[src/busPkg.sv]
`default_nettype none

package busPkg;

  localparam int NUM_BUS_MASTERS    = 5;
  localparam int ARB_GRANT_TIMEOUT  = 16;  // Cycles allowed before a begin
  localparam int ARB_WATCHDOG_WIDTH = $clog2(ARB_GRANT_TIMEOUT);

  // Request and grant bit positions, higher index wins
  typedef enum logic [2:0] {
    masterDebug   = 3'd0,
    masterCamera  = 3'd1,
    masterDisplay = 3'd2,
    masterIcache  = 3'd3,
    masterDcache  = 3'd4
  } busMasterIndex;

  typedef logic [NUM_BUS_MASTERS-1:0]    busMasterVector;
  typedef logic [ARB_WATCHDOG_WIDTH-1:0] arbWatchdogCount;

  typedef enum logic [1:0] {
    arbIdle,
    arbGranted,   // Waiting for begin of transaction
    arbTransfer   // Waiting for end of transaction
  } arbiterState;

endpackage

`default_nettype wire

[src/ciPkg.sv]
`default_nettype none

package ciPkg;

  typedef logic [7:0]  ciNumber;
  typedef logic [31:0] ciWord;

  localparam ciNumber CI_SWAP_BYTE   = 8'd1;
  localparam ciNumber CI_DELAY_MICRO = 8'd6;

  localparam int SYSTEM_CLOCK_MHZ  = 25;
  localparam int PRESCALE_WIDTH    = $clog2(SYSTEM_CLOCK_MHZ);
  localparam int RESET_COUNT_WIDTH = 5;

  typedef logic [PRESCALE_WIDTH-1:0]    prescaleCount;
  typedef logic [RESET_COUNT_WIDTH-1:0] resetCount;

  localparam prescaleCount PRESCALE_RELOAD = prescaleCount'(SYSTEM_CLOCK_MHZ - 1);

  typedef struct packed {
    ciNumber number;
    ciWord   dataA;
    ciWord   dataB;
    logic    start;
  } ciRequest;

  typedef struct packed {
    logic  done;
    ciWord result;
  } ciResponse;

endpackage

`default_nettype wire

[src/busArbiter.sv]
`timescale 1ns/100ps
`default_nettype none

module busArbiter import busPkg::*; (
  input  logic           s_systemClock,
  input  logic           s_pllLocked,
  input  logic           systemReset,
  input  busMasterVector busRequests,
  input  logic           beginTransaction,
  input  logic           endTransaction,
  output busMasterVector busGrants,
  output logic           busError
);

  arbiterState     s_stateReg, s_stateNext;
  busMasterVector  s_grantReg, s_grantNext;
  arbWatchdogCount s_watchdogReg, s_watchdogNext;
  busMasterIndex   s_winner;
  logic            s_errorReg, s_errorNext;

  // ##########################################################################
  // Fixed priority select

  always_comb begin
    s_winner = masterDebug;
    for (int i = 0; i < NUM_BUS_MASTERS; i++) begin
      if (busRequests[i]) begin
        s_winner = busMasterIndex'(i);  // Later hit is higher priority
      end
    end
  end

  // ##########################################################################
  // Grant state machine

  always_comb begin
    s_stateNext    = s_stateReg;
    s_grantNext    = s_grantReg;
    s_watchdogNext = s_watchdogReg;
    s_errorNext    = 1'b0;
    case (s_stateReg)
      arbIdle: begin
        if (|busRequests) begin
          s_stateNext    = arbGranted;
          s_grantNext    = busMasterVector'(1) << s_winner;
          s_watchdogNext = arbWatchdogCount'(ARB_GRANT_TIMEOUT - 1);
        end
      end
      arbGranted: begin
        if (beginTransaction) begin
          s_stateNext = arbTransfer;
        end else if (s_watchdogReg == '0) begin
          s_stateNext = arbIdle;  // Master never started
          s_grantNext = '0;
          s_errorNext = 1'b1;
        end else begin
          s_watchdogNext = s_watchdogReg - 1'b1;
        end
      end
      arbTransfer: begin
        if (endTransaction) begin
          s_stateNext = arbIdle;
          s_grantNext = '0;
        end
      end
      default: begin
        s_stateNext = arbIdle;
        s_grantNext = '0;
      end
    endcase
  end

  always_ff @(posedge s_systemClock or negedge s_pllLocked) begin
    if (!s_pllLocked) begin
      s_stateReg    <= arbIdle;
      s_grantReg    <= '0;
      s_watchdogReg <= '0;
      s_errorReg    <= 1'b0;
    end else if (systemReset) begin
      s_stateReg    <= arbIdle;
      s_grantReg    <= '0;
      s_watchdogReg <= '0;
      s_errorReg    <= 1'b0;
    end else begin
      s_stateReg    <= s_stateNext;
      s_grantReg    <= s_grantNext;
      s_watchdogReg <= s_watchdogNext;
      s_errorReg    <= s_errorNext;
    end
  end

  assign busGrants = s_grantReg;
  assign busError  = s_errorReg;  // One cycle per timeout

endmodule

`default_nettype wire

[src/ciDelayTimer.sv]
`timescale 1ns/100ps
`default_nettype none

module ciDelayTimer import ciPkg::*; (
  input  logic  s_systemClock,
  input  logic  s_pllLocked,
  input  logic  systemReset,
  input  logic  delayStart,
  input  ciWord delayMicroseconds,
  output logic  delayDone,
  output logic  delayBusy
);

  ciWord        s_microCountReg;
  prescaleCount s_prescaleReg;
  logic         s_zeroDelay;

  assign s_zeroDelay = (delayMicroseconds == '0);

  // Prescaler divides the system clock down to one microsecond
  always_ff @(posedge s_systemClock or negedge s_pllLocked) begin
    if (!s_pllLocked) begin
      s_microCountReg <= '0;
      s_prescaleReg   <= '0;
    end else if (systemReset) begin
      s_microCountReg <= '0;
      s_prescaleReg   <= '0;
    end else if (delayStart) begin
      // Zero delay still completes after a single cycle
      s_microCountReg <= s_zeroDelay ? ciWord'(1) : delayMicroseconds;
      s_prescaleReg   <= s_zeroDelay ? prescaleCount'(0) : PRESCALE_RELOAD;
    end else if (delayBusy) begin
      if (s_prescaleReg == '0) begin
        s_microCountReg <= s_microCountReg - 1'b1;  // One microsecond elapsed
        s_prescaleReg   <= PRESCALE_RELOAD;
      end else begin
        s_prescaleReg <= s_prescaleReg - 1'b1;
      end
    end
  end

  assign delayBusy = (s_microCountReg != '0);
  assign delayDone = (s_microCountReg == ciWord'(1)) && (s_prescaleReg == '0);  // Last cycle

endmodule

`default_nettype wire

[src/ciDispatch.sv]
`timescale 1ns/100ps
`default_nettype none

module ciDispatch import ciPkg::*; (
  input  ciRequest  ciIn,
  input  logic      delayDone,
  input  logic      delayBusy,
  output logic      delayStart,
  output ciWord     delayMicroseconds,
  output ciResponse ciOut
);

  logic  s_accept;
  logic  s_swapSelect;
  ciWord s_swapResult;

  assign s_accept          = ciIn.start & ~delayBusy;  // Ignored while delay runs
  assign s_swapSelect      = s_accept && (ciIn.number == CI_SWAP_BYTE);
  assign delayStart        = s_accept && (ciIn.number == CI_DELAY_MICRO);
  assign delayMicroseconds = ciIn.dataA;

  always_comb begin
    if (ciIn.dataB[0]) begin
      // Swap within each half
      s_swapResult = {ciIn.dataA[23:16], ciIn.dataA[31:24],
                      ciIn.dataA[7:0], ciIn.dataA[15:8]};
    end else begin
      s_swapResult = {ciIn.dataA[7:0], ciIn.dataA[15:8],
                      ciIn.dataA[23:16], ciIn.dataA[31:24]};  // Full reverse
    end
  end

  // ##########################################################################
  // Response merge, result stays zero without done

  always_comb begin
    ciOut.done   = s_swapSelect | delayDone;
    ciOut.result = s_swapSelect ? s_swapResult : '0;  // Delay returns zero
  end

endmodule

`default_nettype wire

[src/or1420Fabric.sv]
`timescale 1ns/100ps
`default_nettype none

module or1420Fabric import busPkg::*, ciPkg::*; (
  input  logic           s_systemClock,
  input  logic           s_pllLocked,
  input  busMasterVector busRequests,
  input  logic           beginTransaction,
  input  logic           endTransaction,
  input  ciRequest       ciIn,
  output logic           cpuReset,
  output busMasterVector busGrants,
  output logic           busError,
  output ciResponse      ciOut
);

  logic  s_delayStart;
  logic  s_delayDone;
  logic  s_delayBusy;
  ciWord s_delayMicroseconds;

  // ##########################################################################
  // Reset and bus arbitration

  resetSequencer resetSeq (
    .s_systemClock (s_systemClock),
    .s_pllLocked   (s_pllLocked),
    .systemReset   (cpuReset)  // Also the fabric reset
  );

  busArbiter arbiter (
    .s_systemClock    (s_systemClock),
    .s_pllLocked      (s_pllLocked),
    .systemReset      (cpuReset),
    .busRequests      (busRequests),
    .beginTransaction (beginTransaction),
    .endTransaction   (endTransaction),
    .busGrants        (busGrants),
    .busError         (busError)
  );

  // ##########################################################################
  // Custom instructions

  ciDispatch dispatch (
    .ciIn              (ciIn),
    .delayDone         (s_delayDone),
    .delayBusy         (s_delayBusy),
    .delayStart        (s_delayStart),
    .delayMicroseconds (s_delayMicroseconds),
    .ciOut             (ciOut)
  );

  ciDelayTimer delayMicro (
    .s_systemClock     (s_systemClock),
    .s_pllLocked       (s_pllLocked),
    .systemReset       (cpuReset),
    .delayStart        (s_delayStart),
    .delayMicroseconds (s_delayMicroseconds),
    .delayDone         (s_delayDone),
    .delayBusy         (s_delayBusy)
  );

endmodule

`default_nettype wire

[src/resetSequencer.sv]
`timescale 1ns/100ps
`default_nettype none

module resetSequencer import ciPkg::*; (
  input  logic s_systemClock,
  input  logic s_pllLocked,
  output logic systemReset
);

  resetCount s_resetCountReg;

  // Counts from lock until the top bit sets, then holds there
  always_ff @(posedge s_systemClock or negedge s_pllLocked) begin
    if (!s_pllLocked) begin
      s_resetCountReg <= '0;
    end else if (!s_resetCountReg[RESET_COUNT_WIDTH-1]) begin
      s_resetCountReg <= s_resetCountReg + 1'b1;
    end
  end

  assign systemReset = ~s_resetCountReg[RESET_COUNT_WIDTH-1];  // High until count done

endmodule

`default_nettype wire

[config.mk]
export PLATFORM = sky130hd
export DESIGN_NAME = or1420Fabric
export DESIGN_NICKNAME = d
export VERILOG_FILES = /design/src/busPkg.sv /design/src/ciPkg.sv /design/src/busArbiter.sv /design/src/ciDelayTimer.sv /design/src/ciDispatch.sv /design/src/or1420Fabric.sv /design/src/resetSequencer.sv
export SDC_FILE = /design/constraint.sdc
export NUM_CORES = 1
export LEC_CHECK = 0
export BUFFER_PORTS_ARGS = -buffer_cell sky130_fd_sc_hd__buf_2
export CAP_MARGIN = 5
export CORE_ASPECT_RATIO = 1.4
export CORE_MARGIN = 2
export CORE_UTILIZATION = 50
export CTS_BUF_LIST = sky130_fd_sc_hd__clkbuf_16
export DETAILED_ROUTE_END_ITERATION = 10
export PLACE_DENSITY = 0.89
export SLEW_MARGIN = 20
export SYNTH_ARGS = -nofsm -noshare
export SYNTH_HDL_FRONTEND = slang
export SYNTH_SLANG_ARGS = --single-unit
[constraint.sdc]
create_clock -name s_systemClock -period 6.2 [get_ports s_systemClock]
set_clock_uncertainty 0.2 [all_clocks]
set_input_delay 0.62 -clock s_systemClock [delete_from_list [all_inputs] [get_ports s_systemClock]]
set_output_delay 0.62 -clock s_systemClock [all_outputs]
set_load 0.05 [all_outputs]
==> flow_summary.json, run 1 <==
{
  "run_status": "finished clean",
  "synthDistinctLibCells": 61,
  "muxShareOfSynthArea": 0.09473,
  "grt_usage": 0.2683,
  "ctsResizeCount": 0,
  "drt-total-wl_um": 10810,
  "hold_buffers": 0,
  "post-cts-setup-buffers": 0,
  "dr.pass1.iters": 6,
  "nNetsFinal": 594,
  "grt_pass1_vias": 3692,
  "clkSlewWorstSetupHoldPaths_ns": 0.08,
  "synth_nets": 517,
  "synthArstFlopShare": 1.000,
  "tightest_slew_ns": 0.9696,
  "cap_viol_max_count": 0,
  "wl_met1_um": 4014,
  "gr-total-overflow": 0,
  "min_period_ns": 4.541,
  "worst_setup_path_end_kind": "primary output",
  "power_w": 0.001503,
  "power_frac_seq": 0.427,
  "slowest_stage": "dfrtp_1",
  "cts_max_level": 2,
  "reg2reg_slack_ns": 2.50,
  "p_switching_w": 0.0006326,
  "route.met3.wl_um": 855,
  "rsz0062_at_grt": "no",
  "grt_start_max_net_pins": 55,
  "via_per_inst": 6.355,
  "grt_pass1_wl_um": 17710,
  "ff2ff_path_depth": 9,
  "drv_slew": 0,
  "synth_compound_area_frac": 0.1669,
  "cts_made_buffers": 5,
  "clk_latency_ns": 0.30,
  "yosysSeqAreaShare": 0.3628,
  "netSwitchingFraction": 0.4209,
  "io_pins": 122,
  "avgRoutedWirePerCell_um": 17.86,
  "fp-row-count": 37,
  "synth_top_family_by_area": "simple AND/OR/NAND/NOR gates",
  "yosys.area_share.simple": 0.2862,
  "timing.final.crit_share": 0.7324,
  "worstPathArrival_ns": 3.72,
  "design_area_mm2": 0.004365,
  "start_util": 0.5125,
  "tns_ns": 0,
  "synth_ff_type": "dfrtp_1",
  "relSlewSlack": 0.3536,
  "worst_hold_slack_ns": 0.2536,
  "timing.rr.end": "delayMicro.s_microCountReg[30]$_DFFE_PN0P_",
  "portBuffers": 90,
  "synth_fa_ha_area_frac": 0.01680,
  "cts.path.max_buffers": 2,
  "critPathMaxFanout": 25,
  "drt_iter0_markers": 407,
  "die_area_mm2": 0.008166,
  "synthXorXnorAreaFrac": 0.03057,
  "ant_nets": 0,
  "top_layer": "met4",
  "die_y_um": 106.1,
  "path_cells": "inv_1, ha_1, nor3b_2, and4_1, and3_1, nand4_1, buf_4, nor2_1, buf_2",
  "synth_edf_count": 0,
  "rr_startpoint": "delayMicro.s_microCountReg[0]$_DFFE_PN0P_",
  "dpl.hpwl_um": 7874,
  "placed_area_mm2": 0.004212,
  "syn_area_mm2": 0.003725,
  "peakVddDrop_mv": 0.1716,
  "cts-root-buf": "clkbuf_16",
  "path_class": "reg2out",
  "required_ns": 5.38,
  "powerDensity_mw_per_mm2": 344.3,
  "yosys_warnings": 0,
  "die_w_um": 76.95,
  "setup_viol_count_final": 0,
  "routed-wl-met2_um": 5386,
  "hp-class": "in2async",
  "combinationalPowerShare": 0.375,
  "clockPowerShare": 0.198,
  "cts_tree": "done",
  "syn_area_per_cell_um2": 8.662,
  "place_congestion": 0.9249,
  "worst_slack_ns": 1.659,
  "place_ws_ns": 2.048,
  "power.internal_w": 0.0008704,
  "drc": 0,
  "worstSetupStartpointType": "register",
  "hold_violations": 0,
  "drive_gt1_frac": 0.2362,
  "fmax_mhz": 220.2,
  "antenna_found_initial": 0,
  "synth_seq_cells": 54,
  "cts.sinks": 54,
  "syn_inst": 430,
  "vias": 3845,
  "diodes": 0,
  "slowest_delay_ns": 0.47,
  "p_leak_nw": 1.986,
  "area_growth_pct": 17.20,
  "coreArea_mm2": 0.007268
}
==> registers in the layout, summed over array words and instances, names as in the netlist <==
name,cells
resetSeq.s_resetCountReg,5
delayMicro.s_microCountReg,32
arbiter.s_stateReg,2
arbiter.s_watchdogReg,4
arbiter.busError,1
arbiter.busGrants,5
delayMicro.s_prescaleReg,5
==> cell usage after synthesis, drive strengths merged, types with 2 or more instances <==
master / count / area share
mux2i: 33 / 0.089
nand3b: 2 / 0.0040
mux2: 2 / 0.0060
nor2: 61 / 0.062
nand4: 8 / 0.013
a31oi: 5 / 0.012
inv: 13 / 0.013
nor3b: 4 / 0.0094
nor4: 20 / 0.048
or4: 9 / 0.020
clkbuf: 10 / 0.010
o21ai: 25 / 0.034
o311ai: 3 / 0.0071
nor3: 13 / 0.022
a32o: 3 / 0.0081
xnor2: 8 / 0.019
nand3: 12 / 0.016
or3: 5 / 0.0084
xor2: 5 / 0.012
ha: 5 / 0.017
a21oi: 31 / 0.042
buf: 13 / 0.019
and3: 5 / 0.0084
a31o: 2 / 0.0047
and4: 5 / 0.012
o31ai: 2 / 0.0040
a211oi: 2 / 0.0040
o211ai: 5 / 0.010
dfrtp: 54 / 0.36
o41ai: 3 / 0.0071
o22ai: 2 / 0.0034
nand2b: 4 / 0.0067
nor4b: 3 / 0.0071
nand2: 36 / 0.036
==> how the worst max path moves through the flow <==
| stage | start | to | slack (ns) | depth (start not counted) |
|---|---|---|---|---|
| 3_5_place_dp | delayMicro.s_microCountReg[0]$_DFFE_PN0P_ | ciOut[28] | 2.05 | 9 |
| 3_3_place_gp | delayMicro.s_microCountReg[0]$_DFFE_PN0P_ | ciOut[28] | 2.19 | 9 |
| 6_report | delayMicro.s_microCountReg[0]$_DFFE_PN0P_ | ciOut[28] | 1.66 | 9 |
| 5_1_grt | delayMicro.s_microCountReg[0]$_DFFE_PN0P_ | ciOut[19] | 1.44 | 9 |
| 2_1_floorplan | delayMicro.s_microCountReg[17]$_DFFE_PN0P_ | ciOut[10] | 2.77 | 7 |
| 4_1_cts | delayMicro.s_microCountReg[0]$_DFFE_PN0P_ | ciOut[28] | 1.73 | 9 |
==> worst max-delay path, delay by kind of cell (launching register included) <==
kind / cells / cell delay, ns
simple gates: 5 / 1.95
fa+ha+maj: 1 / 0.25
flops: 1 / 0.47
buf+inv: 3 / 0.72
==> cells in the final DEF (no fill, tap or decap), types with 8 or more instances in the layout <==
| master | netlist | routed |
|---|---|---|
| a21oi_1 | 31 | 31 |
| buf_2 | 11 | 90 |
| dfrtp_1 | 54 | 54 |
| inv_1 | 13 | 13 |
| mux2i_1 | 33 | 33 |
| nand2_1 | 36 | 36 |
| nand3_1 | 12 | 12 |
| nand4_1 | 8 | 8 |
| nor2_1 | 60 | 60 |
| nor3_1 | 11 | 11 |
| nor4_1 | 14 | 14 |
| o21ai_0 | 25 | 25 |
| xnor2_1 | 8 | 8 |
==> logic make-up (layout without fill, tap and decap cells) <==
group / Yosys count / in the layout
AOI/OAI and AO/OA: 95 / 95
xor gates and xnor gates: 13 / 13
adders and majority gates: 5 / 5
buffers and inverters: 36 / 114
DFF: 54 / 54
muxes: 35 / 35
and+or+nand+nor: 192 / 192
==> power groups by stage <==
stage               clock network [W]  registers [W]  logic (W)
floorplan                           0       0.000640   0.000398
global placement                    0       0.000628   0.000523
detailed placement                  0       0.000641   0.000554
CTS                          0.000299       0.000638   0.000559
global route                 0.000314       0.000661   0.000622
finish                       0.000298       0.000642   0.000563
==> through the flow <==
stage / cells / utilization
floorplan: 430 / -
global placement: 597 / 0.5794
detailed placement: 597 / 0.5794
CTS: 605 / 0.6006
global route: 605 / 0.6006
finish: 605 / 0.6006
==> metal layers <==
layer | GRT usage | vias up
met3 | 0.04075 | 44
met2 | 0.4574 | 234
li1 | - | 1745
met1 | 0.3205 | 1822
met4 | 0.1532 | 0
met5 | 0 | -
==> layout make-up <==
cell class,instances,area [um2]
fill,648,2903
multi-input combinational,340,2217
sequential,54,1351
timing repair buffer,93,473.0
clock buffer,5,125.1
tap,97,121.4
inverter,13,48.80
clock inverter,3,28.78
Note: power is estimated with default switching activity, not from simulation.
==> inputs of run 2 (changes only) <==
--- a/config.mk
+++ b/config.mk
@@ -5,6 +5,7 @@
 export SDC_FILE = /design/constraint.sdc
 export NUM_CORES = 1
 export LEC_CHECK = 0
+export ABC_AREA = 1
 export BUFFER_PORTS_ARGS = -buffer_cell sky130_fd_sc_hd__buf_2
 export CAP_MARGIN = 5
 export CORE_ASPECT_RATIO = 1.4
@@ -12,7 +13,7 @@
 export CORE_UTILIZATION = 50
 export CTS_BUF_LIST = sky130_fd_sc_hd__clkbuf_16
 export DETAILED_ROUTE_END_ITERATION = 10
-export PLACE_DENSITY = 0.89
+export PLACE_DENSITY = 0.87
 export SLEW_MARGIN = 20
 export SYNTH_ARGS = -nofsm -noshare
 export SYNTH_HDL_FRONTEND = slang
==> constraint.sdc (replaced) <==
create_clock -name s_systemClock -period 4.5 [get_ports s_systemClock]
set_clock_uncertainty 0.2 [all_clocks]
set_input_delay 0.45 -clock s_systemClock [delete_from_list [all_inputs] [get_ports s_systemClock]]
set_output_delay 0.45 -clock s_systemClock [all_outputs]
set_load 0.05 [all_outputs]
==> run 2 against run 1 <==
  * Sequential power up 40%
  * Register-to-register slack worse by 1.2 ns
  * Flip-flop and latch count unchanged
  * Design area up 13%
  * Total power up 67%
  * Largest power group is now combinational logic
  * Area after synthesis up 15%
  * Critical path type unchanged
==> flow_summary.json, run 2 <==
{
  "relSlewSlack": 0.3447,
  "die_area_mm2": 0.009364,
  "critPathMaxFanout": 33,
  "avgRoutedWirePerCell_um": 14.44,
  "drive_gt1_frac": 0.1534,
  "area_growth_pct": 15.23,
  "synth_compound_area_frac": 0.08530,
  "cts.sinks": 54,
  "power_frac_seq": 0.356,
  "clk_latency_ns": 0.30,
  "nNetsFinal": 842,
  "yosysSeqAreaShare": 0.3144,
  "final_common_cell": "nand2_1",
  "slowest_delay_ns": 0.40,
  "power.internal_w": 0.001327,
  "dr.pass1.iters": 5,
  "via_per_inst": 5.438,
  "top_usage_layer": "met2",
  "yosysMostFrequentCell": "nand2_1",
  "p_leak_nw": 2.826,
  "grt_start_max_net_pins": 55,
  "synth_fa_ha_area_frac": 0.01456,
  "worstSetupStartpointType": "register",
  "run_status": "finished clean",
  "min_period_ns": 3.395,
  "ctsResizeCount": 0,
  "coreArea_mm2": 0.008458,
  "timing.final.crit_share": 0.7544,
  "io_pins": 122,
  "powerDensity_mw_per_mm2": 507.8,
  "post-cts-setup-buffers": 0,
  "syn_area_per_cell_um2": 6.358,
  "yosys_warnings": 0,
  "tns_ns": 0,
  "path_cells": "inv_1, ha_1, nand2_2, nor2_4, nand2_4, nor2_8, nand4_1, buf_4, a211oi_1, buf_2",
  "regMostFlops": "delayMicro.s_microCountReg",
  "ant_nets": 0,
  "synth_top_family_by_area": "simple AND/OR/NAND/NOR gates",
  "netSwitchingFraction": 0.4722,
  "synth_top_area_frac": 0.3144,
  "synth_seq_cells": 54,
  "clockPowerShare": 0.153,
  "start_util": 0.5081,
  "mostFrequentLayoutCells": "nand2_1 (209), nor2_1 (132), buf_2 (90)",
  "largest_register_ffs": 32,
  "tightest_slew_ns": 0.9830,
  "synthXorXnorAreaFrac": 0.03057,
  "synth_ff_type": "dfrtp_1",
  "synth_nets": 763,
  "cts_max_level": 2,
  "seqCellArea_mm2": 0.001351,
  "synth_edf_count": 0,
  "drt_iter0_markers": 301,
  "met3_usage": 0.04589,
  "path_class": "reg2out",
  "gr-total-overflow": 0,
  "multi_input_area_mm2": 0.002577,
  "drv_slew": 0,
  "synthArstFlopShare": 1.000,
  "required_ns": 3.85,
  "hold_violations": 0,
  "fmax_mhz": 294.6,
  "grt_util_met1": 0.3229,
  "fp-row-count": 40,
  "met2_usage": 0.4957,
  "vias": 4682,
  "combinationalPowerShare": 0.491,
  "portBuffers": 90,
  "slowest_stage": "dfrtp_1",
  "muxShareOfSynthArea": 0.03726,
  "cap_viol_max_count": 0,
  "grt_pass1_wl_um": 20220,
  "hp-class": "in2async",
  "hold_buffers": 0,
  "antenna_found_initial": 0,
  "worstPathArrival_ns": 2.74,
  "drc": 0,
  "die_y_um": 113.7,
  "place_congestion": 1.008,
  "setup_viol_count_final": 0,
  "grt_usage": 0.2773,
  "p_switching_w": 0.001187,
  "clkSlewWorstSetupHoldPaths_ns": 0.07,
  "cts_made_buffers": 5,
  "cts-root-buf": "clkbuf_16",
  "fillerInstances": 826,
  "worst_setup_path_end_kind": "primary output",
  "synthDistinctLibCells": 40,
  "dpl.hpwl_um": 9396,
  "die_w_um": 82.36,
  "syn_area_mm2": 0.004298,
  "diodes": 0,
  "rsz0062_at_grt": "no",
  "synthTopCellsByCount": "nand2_1 (209), nor2_1 (132), inv_1 (69)",
  "yosys.area_share.simple": 0.4320,
  "worst_hold_slack_ns": 0.06873,
  "synth_top_cell_by_area": "dfrtp_1",
  "grt_pass1_vias": 4381,
  "drt-total-wl_um": 12430,
  "peakVddDrop_mv": 0.3934,
  "cts_tree": "done",
  "synth_area_leaders": "dfrtp_1 (31%), nand2_1 (18%), nor2_1 (12%), inv_1 (6.0%), nand3_1 (5.5%)",
  "syn_inst": 676,
  "cts.path.max_buffers": 2
}
## run 2: path summary, 6_finish.rpt
kind | from | to | slack [ns] | cells after the start
hold reg to reg | arbiter.busGrants[2]$_DFFE_PN0P_ | arbiter.busGrants[2]$_DFFE_PN0P_ | 0.30 | 2
max in group asynchronous | s_pllLocked | delayMicro.s_microCountReg[18]$_DFFE_PN0P_ | 3.54 | 2
setup reg to reg | delayMicro.s_microCountReg[0]$_DFFE_PN0P_ | delayMicro.s_microCountReg[12]$_DFFE_PN0P_ | 1.28 | 13
setup / recovery | delayMicro.s_microCountReg[0]$_DFFE_PN0P_ | ciOut[6] | 1.11 | 10
hold / removal | s_pllLocked | delayMicro.s_microCountReg[29]$_DFFE_PN0P_ | 0.07 | 2
min in group s_systemClock | beginTransaction | arbiter.busError$_DFF_PN0_ | 0.15 | 2
## run 2: layout make-up
cell class | instances | area share
multi-input cells | 529 | 0.5205
flip-flops and latches | 54 | 0.2729
repair buffers | 95 | 0.09853
inverters | 70 | 0.05306
well taps | 105 | 0.02653
clock buffers | 5 | 0.02527
clock inverters | 3 | 0.003284
## run 2: logic make-up after synthesis
kind of cell    count (synthesis)
simple gates                  435
buf+inv                        93
compound gates                 58
flops                          54
mux                            16
xor+xnor                       15
fa+ha+maj                       5
## run 2: per-stage QoR
| stage | util | instances | setup WS, ns | total power, W | instance area, um2 |
|---|---|---|---|---|---|
| after detailed placement | 0.5688 | 853 | 1.347 | 0.002112 | 4811 |
| after CTS | 0.5855 | 861 | 1.143 | 0.002500 | 4952 |
| final | 0.5855 | 861 | 1.105 | 0.002515 | 4952 |
| after global routing | 0.5855 | 861 | 0.9294 | 0.002749 | 4952 |
| after floorplan | - | 676 | 1.049 | 0.001809 | 4298 |
| after global placement | 0.5688 | 853 | 1.413 | 0.002073 | 4811 |
## run 2: worst max-delay path, delay by kind of cell, from the launching register on
kind,cells,cell delay [ns]
and+or+nand+nor,5,0.83
DFF,1,0.40
adders and majority gates,1,0.26
buffers and inverters,3,0.71
AOI/OAI and AO/OA,1,0.24
## run 2: power groups by stage
stage / sequential, W / clock, W / combinational, W
global placement: 0.000893 / 0 / 0.00118
floorplan: 0.000880 / 0 / 0.000929
global route: 0.000923 / 0.000406 / 0.00142
CTS: 0.000889 / 0.000385 / 0.00123
detailed placement: 0.000896 / 0 / 0.00122
finish: 0.000896 / 0.000385 / 0.00123
## run 2: per-layer routing
metal	vias to the layer above	wire (um)
met1	2112	4706
met4	0	342
li1	2322	-
met5	-	0
met3	34	887
met2	214	6497
==> inputs of run 3 (changes only) <==
==> constraint.sdc (replaced) <==
create_clock -name s_systemClock -period 3.3 [get_ports s_systemClock]
set_clock_uncertainty 0.2 [all_clocks]
set_input_delay 0.33 -clock s_systemClock [delete_from_list [all_inputs] [get_ports s_systemClock]]
set_output_delay 0.33 -clock s_systemClock [all_outputs]
set_load 0.05 [all_outputs]
==> run 3 against run 2 <==
  * Via count up 3.3%
  * Clock power grew 78%
  * Die area unchanged
  * Global-route usage up 0.69 points
  * Non-clock buffer count rose by 6
  * Setup slack worse by 0.94 ns
  * Design area rose by 2.2%
  * Register-to-register slack worse by 0.78 ns
  * Sequential power rose by 37%
  * Sequential share of layout area shrank 0.58 points
  * Flip-flop and latch count unchanged
  * Total power rose by 43%
  * Critical path type unchanged
==> flow_summary.json, run 3 (synthesized netlist as in run 2, its figures left out) <==
{
  "run_status": "finished clean",
  "min_period_ns": 3.135,
  "die_area_mm2": 0.009364,
  "hold_start": "beginTransaction",
  "die_w_um": 82.36,
  "clk_latency_ns": 0.30,
  "dpl.hpwl_um": 9568,
  "crit_start": "delayMicro.s_microCountReg[0]$_DFFE_PN0P_",
  "dpl.cell_count": 855,
  "drv_slew": 0,
  "regMostFlops": "delayMicro.s_microCountReg",
  "power_frac_seq": 0.342,
  "hp-class": "in2reg",
  "power.internal_w": 0.001966,
  "antenna_found_initial": 0,
  "via_per_inst": 5.578,
  "critPathMaxFanout": 27,
  "setup_viol_count_final": 0,
  "cts_tree": "done",
  "place_congestion": 1.004,
  "place_ws_ns": 0.4074,
  "vias": 4836,
  "worst_slack_ns": 0.1645,
  "ff2ff_path_depth": 13,
  "required_ns": 2.77,
  "fp-row-count": 40,
  "p_leak_nw": 2.879,
  "hold_violations": 0,
  "largest_register_ffs": 32,
  "avgRoutedWirePerCell_um": 14.85,
  "dr.pass1.iters": 5,
  "relSlewSlack": 0.3261,
  "cap_viol_max_count": 0,
  "fmax_mhz": 318.9,
  "cts-root-buf": "clkbuf_16",
  "tightest_slew_ns": 1.011,
  "drc": 0,
  "nNetsFinal": 848,
  "worstSetupStartpointType": "register",
  "timing.final.crit_share": 0.9501,
  "path_class": "reg2out",
  "combinationalPowerShare": 0.466,
  "final_common_cell": "nand2_1",
  "ant_nets": 0,
  "drt_iter0_markers": 408,
  "cts_max_level": 2,
  "timing.rr.end": "delayMicro.s_microCountReg[22]$_DFFE_PN0P_",
  "powerDensity_mw_per_mm2": 708.9,
  "diodes": 0,
  "cts.path.max_buffers": 2,
  "grt_start_max_net_pins": 49,
  "coreArea_mm2": 0.008458,
  "endpoint": "ciOut[15]",
  "clockPowerShare": 0.191,
  "worst_setup_path_end_kind": "primary output",
  "netSwitchingFraction": 0.4520,
  "design_area_mm2": 0.005060,
  "clkSlewWorstSetupHoldPaths_ns": 0.07,
  "grt_pass1_vias": 4595,
  "die_y_um": 113.7,
  "mostFrequentLayoutCells": "nand2_1 (209), nor2_1 (132), buf_2 (85)",
  "gr-total-overflow": 0,
  "rr_startpoint": "delayMicro.s_microCountReg[0]$_DFFE_PN0P_",
  "grt_usage": 0.2842,
  "reg2reg_slack_ns": 0.50,
  "drt-total-wl_um": 12870,
  "p_switching_w": 0.001621,
  "placed_area_mm2": 0.004826,
  "grt_pass1_wl_um": 20750,
  "peakVddDrop_mv": 0.4549,
  "fillerInstances": 793,
  "cts_made_buffers": 5,
  "fin_cells": 867,
  "portBuffers": 90,
  "drive_gt1_frac": 0.1588,
  "cts.sinks": 54,
  "io_pins": 122,
  "worstPathArrival_ns": 2.61,
  "worst_hold_slack_ns": 0.02847,
  "start_util": 0.5081,
  "area_growth_pct": 17.73
}
run 3: worst max-delay path, stage by stage (launching register included):
cell      delay, ns
dfrtp_1        0.39
inv_1          0.11
ha_1           0.25
nand2_2        0.12
nor2_4         0.18
nand2_4        0.12
nor2_8         0.20
nand4_1        0.14
buf_4          0.26
a211oi_1       0.22
buf_2          0.31
run 3: repair_timing:
item                                    CTS  global route
resized for setup                         0            10
hold endpoints to repair                 17             0
hold buffers                              1             0
buffers inserted                          0             3
endpoints found under the setup margin    0            23
run 3: how the worst min path moves through the flow:
stage               cells past startpoint  slack, ns                                          to
floorplan                               0      -0.17                  arbiter.busError$_DFF_PN0_
global placement                        1       0.09  delayMicro.s_microCountReg[27]$_DFFE_PN0P_
detailed placement                      1        0.1  delayMicro.s_microCountReg[27]$_DFFE_PN0P_
CTS                                     2       0.03                  arbiter.busError$_DFF_PN0_
global route                            2       0.03                  arbiter.busError$_DFF_PN0_
finish                                  2       0.03                  arbiter.busError$_DFF_PN0_
run 3: per-layer routing:
layer / routed length, um / global-route usage
met3: 950 / 0.03877
met5: 0 / 0
met2: 6620 / 0.5011
met4: 486 / 0.1222
met1: 4814 / 0.3357
run 3: stage by stage:
stage	total power, W	TNS, ns	utilization
finish	0.003587	0	0.5982
floorplan	0.002467	-0.3509	-
global placement	0.002823	0	0.5706
global route	0.003903	-0.05509	0.5982
detailed placement	0.002879	0	0.5706
CTS	0.003569	0	0.5941
run 3: area by class of cell:
class                      instances  area, um2  area share
sequential                        54       1351      0.2671
clock buffer                       5      125.1     0.02473
timing repair buffer             101      548.0      0.1083
inverter                          70      262.8     0.05193
multi-input combinational        529       2577      0.5094
clock inverter                     3      63.81     0.01261
tap                              105      131.4     0.02596
run 3: power by group through the flow:
stage	logic (W)	clock network, W	registers, W
CTS	0.00166	0.000686	0.00122
floorplan	0.00127	0	0.00120
global placement	0.00160	0	0.00122
finish	0.00167	0.000686	0.00123
global route	0.00192	0.000713	0.00127
detailed placement	0.00165	0	0.00123
